File: config.mk
export PLATFORM = sky130hd
export DESIGN_NAME = ahb_wb_bridge
export DESIGN_NICKNAME = d
export VERILOG_FILES = /design/src/design/bridge_pkg.sv /design/src/design/ahb_wb_bridge.sv
export VERILOG_INCLUDE_DIRS = /design/src /design/src/design
export SDC_FILE = /design/constraint.sdc
export NUM_CORES = 1
export LEC_CHECK = 0
export BUFFER_PORTS_ARGS = -buffer_cell sky130_fd_sc_hd__buf_4
export CAP_MARGIN = 20
export CORE_MARGIN = 2
export CORE_UTILIZATION = 38
export CTS_CLUSTER_SIZE = 20
export DETAILED_ROUTE_END_ITERATION = 12
export PLACE_DENSITY = 0.76
export SKIP_LAST_GASP = 1
export SYNTH_ARGS = -nofsm -noshare
export SYNTH_HDL_FRONTEND = slang
export SYNTH_SLANG_ARGS = --single-unit
File: constraint.sdc
create_clock -name HCLK -period 2.5 [get_ports HCLK]
set_clock_uncertainty 0.1 [all_clocks]
set_input_delay 0.125 -clock HCLK [delete_from_list [all_inputs] [get_ports HCLK]]
set_output_delay 0.125 -clock HCLK [all_outputs]
set_load 0.1 [all_outputs]
File: src/design/bridge_defs.svh
`ifndef BRIDGE_DEFS_SVH
`define BRIDGE_DEFS_SVH

// Bus widths shared by AHB and Wishbone sides
`define BRIDGE_ADDR_WIDTH 32
`define BRIDGE_DATA_WIDTH 32   // Strobe logic assumes four byte lanes

// Memory behind the bridge, in 32-bit words
// 256 words covers byte addresses 0 to 1023
`define BRIDGE_MEM_WORDS 256

// Default cycles of wait before the memory responds
`define BRIDGE_WAIT_STATES 1

`endif

File: src/design/bridge_pkg.sv
`include "bridge_defs.svh"

package bridge_pkg;

    // AHB-Lite transfer type
    typedef enum logic [1:0] {
        IDLE   = 2'b00,
        BUSY   = 2'b01,
        NONSEQ = 2'b10,
        SEQ    = 2'b11
    } htrans_t;

    // Transfer size, only BYTE to WORD are legal on this bus
    typedef enum logic [2:0] {
        BYTE   = 3'b000,
        HALF   = 3'b001,
        WORD   = 3'b010,
        DWORD  = 3'b011,
        LINE4  = 3'b100,   // 128 bit
        LINE8  = 3'b101,   // 256 bit
        LINE16 = 3'b110,
        LINE32 = 3'b111
    } hsize_t;

    // AHB-Lite response, single bit
    typedef enum logic {
        OKAY  = 1'b0,
        ERROR = 1'b1
    } hresp_t;

    // One enable per byte lane
    typedef logic [`BRIDGE_DATA_WIDTH/8-1:0] strb_t;

endpackage

File: src/design/ahb_wb_bridge.sv
`timescale 1ns/1ps
`include "bridge_defs.svh"

module ahb_wb_bridge (
    input  logic                          HCLK,
    input  logic                          HRESETn,

    // AHB-Lite slave side
    input  logic [`BRIDGE_ADDR_WIDTH-1:0] HADDR,
    input  bridge_pkg::htrans_t           HTRANS,
    input  logic                          HWRITE,
    input  bridge_pkg::hsize_t            HSIZE,
    input  logic [`BRIDGE_DATA_WIDTH-1:0] HWDATA,
    input  logic                          HREADY,
    output logic [`BRIDGE_DATA_WIDTH-1:0] HRDATA,
    output logic                          HREADYOUT,
    output bridge_pkg::hresp_t            HRESP,

    // Wishbone master side
    output logic                          wb_cyc,
    output logic                          wb_stb,
    output logic                          wb_we,
    output logic [`BRIDGE_ADDR_WIDTH-1:0] wb_adr,
    output bridge_pkg::strb_t             wb_sel,
    output logic [`BRIDGE_DATA_WIDTH-1:0] wb_dat_w,
    input  logic [`BRIDGE_DATA_WIDTH-1:0] wb_dat_r,
    input  logic                          wb_ack,
    input  logic                          wb_err
);

    typedef enum logic [1:0] {
        IDLE    = 2'b00,
        WB_WAIT = 2'b01,   // Data phase, Wishbone cycle pending or running
        ERR1    = 2'b10,   // First ERROR cycle, HREADYOUT low
        ERR2    = 2'b11    // Second ERROR cycle, HREADYOUT high
    } state_t;

    state_t            state;
    logic              trans_valid;
    logic              accept;
    logic              launch;
    logic              addr_legal;
    bridge_pkg::strb_t addr_strb;

    // Byte lanes for a size and low address bits
    // Zero result marks an illegal transfer
    function automatic bridge_pkg::strb_t lane_strb(
        input bridge_pkg::hsize_t size,
        input logic [1:0]         lo
    );
        bridge_pkg::strb_t s;
        s = '0;
        case (size)
            bridge_pkg::BYTE: begin
                s = bridge_pkg::strb_t'(4'b0001 << lo);
            end
            bridge_pkg::HALF: begin
                if (!lo[0]) begin
                    s = lo[1] ? 4'b1100 : 4'b0011;
                end
            end
            bridge_pkg::WORD: begin
                if (lo == 2'b00) begin
                    s = 4'b1111;
                end
            end
            default: s = '0;   // Wider than the bus
        endcase
        return s;
    endfunction

    assign trans_valid = (HTRANS == bridge_pkg::NONSEQ) || (HTRANS == bridge_pkg::SEQ);
    assign accept      = HREADY && HREADYOUT && trans_valid;
    assign addr_strb   = lane_strb(HSIZE, HADDR[1:0]);
    assign addr_legal  = |addr_strb;

    // First data-phase cycle, HWDATA is valid now
    assign launch = (state == WB_WAIT) && !wb_cyc;

    assign HREADYOUT = (state == IDLE) || (state == ERR2);
    assign HRESP     = ((state == ERR1) || (state == ERR2)) ? bridge_pkg::ERROR
                                                            : bridge_pkg::OKAY;

    always_ff @(posedge HCLK or negedge HRESETn) begin
        if (!HRESETn) begin
            state  <= IDLE;
            wb_cyc <= 1'b0;
            wb_stb <= 1'b0;
        end else begin
            case (state)
                IDLE, ERR2: begin
                    // New address phase may overlap the last data cycle
                    if (accept) begin
                        state <= addr_legal ? WB_WAIT : ERR1;
                    end else begin
                        state <= IDLE;
                    end
                end
                WB_WAIT: begin
                    if (launch) begin
                        wb_cyc <= 1'b1;
                        wb_stb <= 1'b1;
                    end else if (wb_ack || wb_err) begin
                        wb_cyc <= 1'b0;
                        wb_stb <= 1'b0;
                        state  <= wb_err ? ERR1 : IDLE;
                    end
                end
                ERR1: state <= ERR2;
                default: state <= IDLE;
            endcase
        end
    end

    // Transfer attributes and data, held for the whole Wishbone cycle
    always_ff @(posedge HCLK) begin
        if (accept) begin
            wb_adr <= {HADDR[`BRIDGE_ADDR_WIDTH-1:2], 2'b00};   // Word aligned
            wb_we  <= HWRITE;
            wb_sel <= addr_strb;
        end
        if (launch) begin
            wb_dat_w <= HWDATA;
        end
        if (wb_cyc && wb_ack) begin
            HRDATA <= wb_dat_r;   // Visible when HREADYOUT rises
        end
    end

    a_stb_in_cyc: assert property (@(posedge HCLK) disable iff (!HRESETn)
        wb_stb |-> wb_cyc);

    // Slave sees a steady request until it responds
    a_wb_hold: assert property (@(posedge HCLK) disable iff (!HRESETn)
        wb_stb && !(wb_ack || wb_err) |=>
            wb_stb && $stable(wb_adr) && $stable(wb_sel) && $stable(wb_dat_w));

    // ERROR is one wait cycle then one ready cycle
    a_err_two_cycle: assert property (@(posedge HCLK) disable iff (!HRESETn)
        (HRESP == bridge_pkg::ERROR) && !HREADYOUT |=>
            (HRESP == bridge_pkg::ERROR) && HREADYOUT);

endmodule

==> flow_summary_export.csv, run 1 <==
group,metric,value,unit
outcome,outcome,"finished, final reports clean",
drt,ant_nets,0,
synthesis,yosysUniqueCellTypes,26,
timing,grt_setup_unrepaired,"no",
pwr,pwr-share-seq,38.2,%
placement,post-place-cells,459,
die,die_area,9560,sq um
clock_tree,cts_max_level,3,
timing,setup_tns,0,ns
synthesis,synth_xor_area_share,0.524,%
timing,period_minus_slack,2.00,ns
drt,drt-total-wl,9600,um
drt,drc,0,
grt,antenna_found_initial,0,
die,die_height,97.8,um
worst_setup_path,worst-endpoint-arrival,2.02,ns
job,maxCapViolations,0,
clock_tree,cts.sinks,102,
synthesis,ys_warn_count,0,
synthesis,synth.ff_latch_count,102,
pwr,p_comb_share,45.6,%
worst_setup_path,cp-end-kind,"register",
min_path,hp-class,"in -> reg",
die,die-width,97.8,um
finish,finish.instance_area,6210,sq um
drt,drtIter0Drc,89,
die,start_util,38.7,%
finish,final_cells,574,
synthesis,ys_seq_area_share,91.2,%
clock_tree,ctsHoldBuffers,99,
synthesis,synth-simple-area-share,2.28,%
finish,layout_commonest_cell,"buf_4",
timing,hold_viol_final,0,
finish,seq_area,3050,sq um
clock_tree,cts.repair.resized,0,
synthesis,synth_top_family_by_area,"compound AO/OA/AOI/OAI gates",
finish,n_fill_cell,528,
worst_setup_path,ff2ff_setup_slack,0.50,ns
pwr,p_int,0.00316,W
pwr,switchingPower,0.00281,W
synthesis,synthAdderAreaFrac,1.12,%
grt,grt_max_degree,33,
synthesis,synth_compound_area_share,2.58,%
finish,final_layout_size_suffix_gt1_share,49.4,%
grt,grt_pass1_wl,14400,um
drt,wl_per_cell,16.7,um
pwr,leakagePower,2.58,nW
clock_tree,cts.clk_slew.worst_paths,0.10,ns
placement,portBuffers,208,
worst_setup_path,crit_chain,"inv_1 -> ha_1 -> nand3_1 -> clkinvlp_4 -> buf_12",
worst_setup_path,cp_top_family,"buffers and inverters",
pwr,p_sw_share,47.1,%
clock_tree,cts_tree,"built",
finish,multiInputGateArea,238,sq um
clock_tree,clock_latency,0.35,ns
worst_setup_path,crit_buf_inv,3,
pwr,max-vdd-ir-drop,0.775,mV
timing,fin_crit_sh,79.9,%
clock_tree,cts_max_path_buffers,2,
die,fp-row-count,34,
placement,hpwl,5900,um
timing,finalMaxSlewViolations,0,
timing,hold_ws,0.0241,ns
drt,drtPass1Iterations,4,
worst_setup_path,slowest_delay,0.42,ns
synthesis,syn_area_per_cell,23.2,sq um
drt,vias,2555,
worst_setup_path,cp-start-kind,"register",
placement,gp_congestion,0.727,
pwr,clkPwrFrac,16.2,%
clock_tree,postCtsSetupRepairBufs,0,
grt,grt_pass1_vias,2712,
finish,area_growth,85.7,%
synthesis,synthMuxAreaShare,0.299,%
clock_tree,cts_made_buffers,9,
pwr,pwr_density_cell,963,nW/um^2
synthesis,synth_cells,144,
die,io-pin-count,212,
synthesis,syn_area,3340,sq um
worst_setup_path,cp_max_fo,20,
drt,vias_per_cell,4.45,
finish,final_cell_mix,"buf_4, edfxtp_1, dlygate4sd3_1, clkbuf_8, o21ai_0",
timing,timing.fmax,0.501,GHz
grt,grt_usage,19.9,%
worst_setup_path,worstPathRequired,2.52,ns
placement,placed_area,5040,sq um
finish,nNetsFinal,571,
die,core,8640,sq um
worst_setup_path,worstSetupPathType,"reg -> reg",
worst_setup_path,critical_path.slowest_cell,"dfrtp_1",
clock_tree,root_buffer,"clkbuf_8",
grt,grt_overflow,0,
finish,antenna_cells,0,
timing,setup_violations,0,
sequential cells by signal, indices dropped and copies added (netlist names):
| signal | count |
|---|---|
| state | 2 |
| wb_adr | 30 |
| HRDATA | 32 |
| wb_sel | 4 |
| wb_dat_w | 32 |
| wb_we | 1 |
| wb_stb | 1 |
area by class of cell:
type / count / share of cell area [%]
Inverter: 5 / 0.363
Timing Repair Buffer: 310 / 41.7
Clock buffer: 10 / 2.06
Sequential cell: 102 / 49.1
Clock inverter: 6 / 0.806
Multi-Input combinational cell: 33 / 3.83
Tap cell: 108 / 2.18
synth_stat cells:
master,instances,area share (%)
nor4b_1,1,0.26
mux2i_1,1,0.30
and2_1,1,0.19
a2bb2oi_1,1,0.26
nor2_1,1,0.11
a2111oi_0,1,0.26
nor3b_1,1,0.22
nand3_1,1,0.15
a21oi_1,3,0.45
or2_2,1,0.19
nor4_2,1,0.37
a31oi_1,1,0.19
buf_4,3,0.67
nand2_1,1,0.11
inv_1,5,0.56
conb_1,1,0.11
edfxtp_1,99,89
xor2_1,2,0.52
o32a_1,1,0.30
dfrtp_1,3,2.2
nor2b_1,2,0.37
nor3_1,2,0.30
ha_1,3,1.1
o21ai_0,5,0.75
a211oi_2,1,0.37
buf_6,2,0.67
cell families after synthesis:
| kind of cell | after synthesis |
|---|---|
| buffers and inverters | 10 |
| AND/OR/NAND/NOR | 12 |
| flip-flops | 102 |
| adder cells (fa/ha/maj) | 3 |
| XOR/XNOR | 2 |
| AO/OA/AOI/OAI | 13 |
| other | 1 |
| multiplexers | 1 |
metal layers:
layer	part of all wire, %	up-vias	track usage (%)
li1	-	1190	-
met4	2.5	0	7.69
met5	0	-	0
met2	55	137	37.3
met3	7.4	18	6.08
met1	35	1210	20.8
path summary, 6_finish.rpt:
path,startpoint,endpoint,cells past startpoint
setup / recovery,state[0],wb_adr[18],5
hold / removal,HADDR[0],wb_sel[2],2
setup reg to reg,state[0],wb_adr[18],5
hold reg to reg,state[1],state[1],2
max in group asynchronous,HRESETn,state[0],3
min in group asynchronous,HRESETn,state[1],3
power by group through the flow:
stage          clock network, W  logic [W]  registers [W]
2_1_floorplan                 0   0.000499        0.00381
3_3_place_gp                  0    0.00257        0.00231
3_5_place_dp                  0    0.00260        0.00232
4_1_cts                0.000983    0.00272        0.00228
5_1_grt                 0.00105    0.00280        0.00231
6_report               0.000967    0.00272        0.00229
metrics by stage:
| stage | worst slack (ns) | power, W | utilization, % |
|---|---|---|---|
| 2_1_floorplan | 0.00506 | 0.00431 | - |
| 3_3_place_gp | 0.588 | 0.00488 | 58.4 |
| 3_5_place_dp | 0.498 | 0.00492 | 58.4 |
| 4_1_cts | 0.492 | 0.00599 | 71.9 |
| 5_1_grt | 0.364 | 0.00616 | 71.9 |
| 6_report | 0.503 | 0.00598 | 71.9 |
Power figures use the tool's default switching activity.
==> run 2: changes to the inputs <==
==> constraint.sdc (replaced) <==
create_clock -name HCLK -period 1.7 [get_ports HCLK]
set_clock_uncertainty 0.1 [all_clocks]
set_input_delay 0.085 -clock HCLK [delete_from_list [all_inputs] [get_ports HCLK]]
set_output_delay 0.085 -clock HCLK [all_outputs]
set_load 0.1 [all_outputs]
==> flow_summary_export.csv, run 2 (synthesis gave the netlist of run 1 again) <==
group,metric,value,unit
job,maxCapViolations,0,
finish,final_layout_size_suffix_gt1_share,50.5,%
finish,final_cell_mix,"buf_4, dlygate4sd3_1, edfxtp_1, clkbuf_8, o21ai_0",
clock_tree,root_buffer,"clkbuf_8",
worst_setup_path,worstSetupPathType,"reg -> out",
clock_tree,clock_latency,0.35,ns
worst_setup_path,cp-start-kind,"register",
timing,hold_ws,0.0272,ns
die,die_height,97.8,um
worst_setup_path,worstPathRequired,1.51,ns
finish,area_growth,87.9,%
drt,drtPass1Iterations,4,
grt,grt_usage,20.2,%
timing,hold_viol_final,0,
pwr,p_sw_share,46.6,%
pwr,p_total,0.00888,W
finish,antenna_cells,0,
timing,setup_violations,0,
timing,tightest_slew,0.533,ns
die,fp-row-count,34,
pwr,pwr_density_cell,1410,nW/um^2
drt,ant_nets,0,
worst_setup_path,ff2ff_path_depth,4,
timing,grt_setup_unrepaired,"no",
pwr,leakagePower,2.59,nW
drt,drc,0,
pwr,switchingPower,0.00414,W
die,io-pin-count,212,
worst_setup_path,worst-endpoint-arrival,1.45,ns
pwr,pwr-share-seq,38.0,%
finish,seq_area,3050,sq um
timing,period_minus_slack,1.63,ns
die,core,8640,sq um
pwr,p_int,0.00474,W
timing,finalMaxSlewViolations,0,
timing,timing.fmax,0.612,GHz
placement,gp_congestion,0.723,
worst_setup_path,cp_max_fo,3,
grt,grt_overflow,0,
timing,setup_slack,0.0663,ns
worst_setup_path,cp-end-kind,"primary output",
clock_tree,cts_max_level,3,
placement,hpwl,5990,um
finish,multiInputGateArea,270,sq um
placement,portBuffers,208,
drt,vias_per_cell,4.42,
finish,reg.largest.list,"HRDATA: 32 flops, wb_dat_w: 32 flops, wb_adr: 30 flops",
min_path,hp-class,"in -> reg",
pwr,p_comb_share,46.7,%
outcome,outcome,"finished, final reports clean",
placement,placed_area,5100,sq um
drt,vias,2544,
grt,antenna_found_initial,0,
clock_tree,cts.sinks,102,
die,die_area,9560,sq um
die,start_util,38.7,%
drt,drt-total-wl,9500,um
pwr,max-vdd-ir-drop,0.991,mV
finish,layout_commonest_cell,"buf_4",
placement,dp_slack,0.160,ns
timing,fin_crit_sh,96.1,%
clock_tree,cts.clk_slew.worst_paths,0.09,ns
min_path,whs_path_depth,4,
clock_tree,cts_max_path_buffers,2,
finish,n_fill_cell,524,
pwr,clkPwrFrac,15.4,%
finish,nNetsFinal,573,
grt,grt_pass1_wl,14500,um
die,die-width,97.8,um
clock_tree,cts_tree,"built",
grt,grt_max_degree,33,
grt,grt_pass1_vias,2757,
drt,drtIter0Drc,100,
clock_tree,cts_made_buffers,9,
finish,finish.instance_area,6280,sq um
timing,max_slew_margin,63.6,%
drt,wl_per_cell,16.5,um
==> run 2: path summary, 6_finish.rpt <==
| check | slack (ns) | startpoint | endpoint |
|---|---|---|---|
| setup / recovery | 0.07 | state[1] | HRESP |
| hold / removal | 0.03 | HSIZE[1] | state[0] |
| setup reg to reg | 0.14 | state[1] | wb_dat_w[6] |
| hold reg to reg | 0.53 | wb_stb | wb_stb |
| max in group asynchronous | 0.80 | HRESETn | wb_stb |
| min in group asynchronous | 0.53 | HRESETn | state[0] |
==> run 2: cell type report <==
cell class	count	share of cell area (%)
Clock inverter	5	0.697
Tap cell	108	2.15
Sequential cell	102	48.5
Clock buffer	10	2.03
Inverter	5	0.358
Timing Repair Buffer	312	41.9
Multi-Input combinational cell	33	4.30
==> run 2: worst max-delay path, cell delays in order, from the launching register on <==
cell and delay [ns]:
dfrtp_1 0.44, ha_4 0.18, or2_2 0.29, buf_6 0.19
==> run 2: layer usage <==
metal  global-route usage, %  up-vias  wire length, um
li1                        -     1193                -
met4                    8.65        0              228
met1                    22.4     1205             3410
met3                    4.87       19              675
met2                    37.1      127             5190
met5                       0        -                0
==> run 2: repair_timing <==
item                                   4_1_cts  5_1_grt
hold buffers                               100        0
endpoints found under the hold margin      102        0
resized for setup                            0        1
buffers inserted                             1        0
setup endpoints to repair                    1        1
==> run 2: through the flow <==
step / std cells / TNS, ns / util (%)
finish: 575 / 0 / 72.7
CTS: 575 / 0 / 72.7
global route: 575 / 0 / 72.7
detailed placement: 459 / 0 / 59.0
global placement: 459 / 0 / 59.0
floorplan: 145 / -8.36 / -
==> run 2: power by group through the flow <==
| stage | clock network, W | logic, W | registers [W] |
|---|---|---|---|
| after floorplan | 0 | 0.000806 | 0.00561 |
| after global placement | 0 | 0.00389 | 0.00340 |
| after detailed placement | 0 | 0.00393 | 0.00342 |
| after CTS | 0.00140 | 0.00414 | 0.00336 |
| after global routing | 0.00149 | 0.00426 | 0.00341 |
| final | 0.00136 | 0.00414 | 0.00337 |
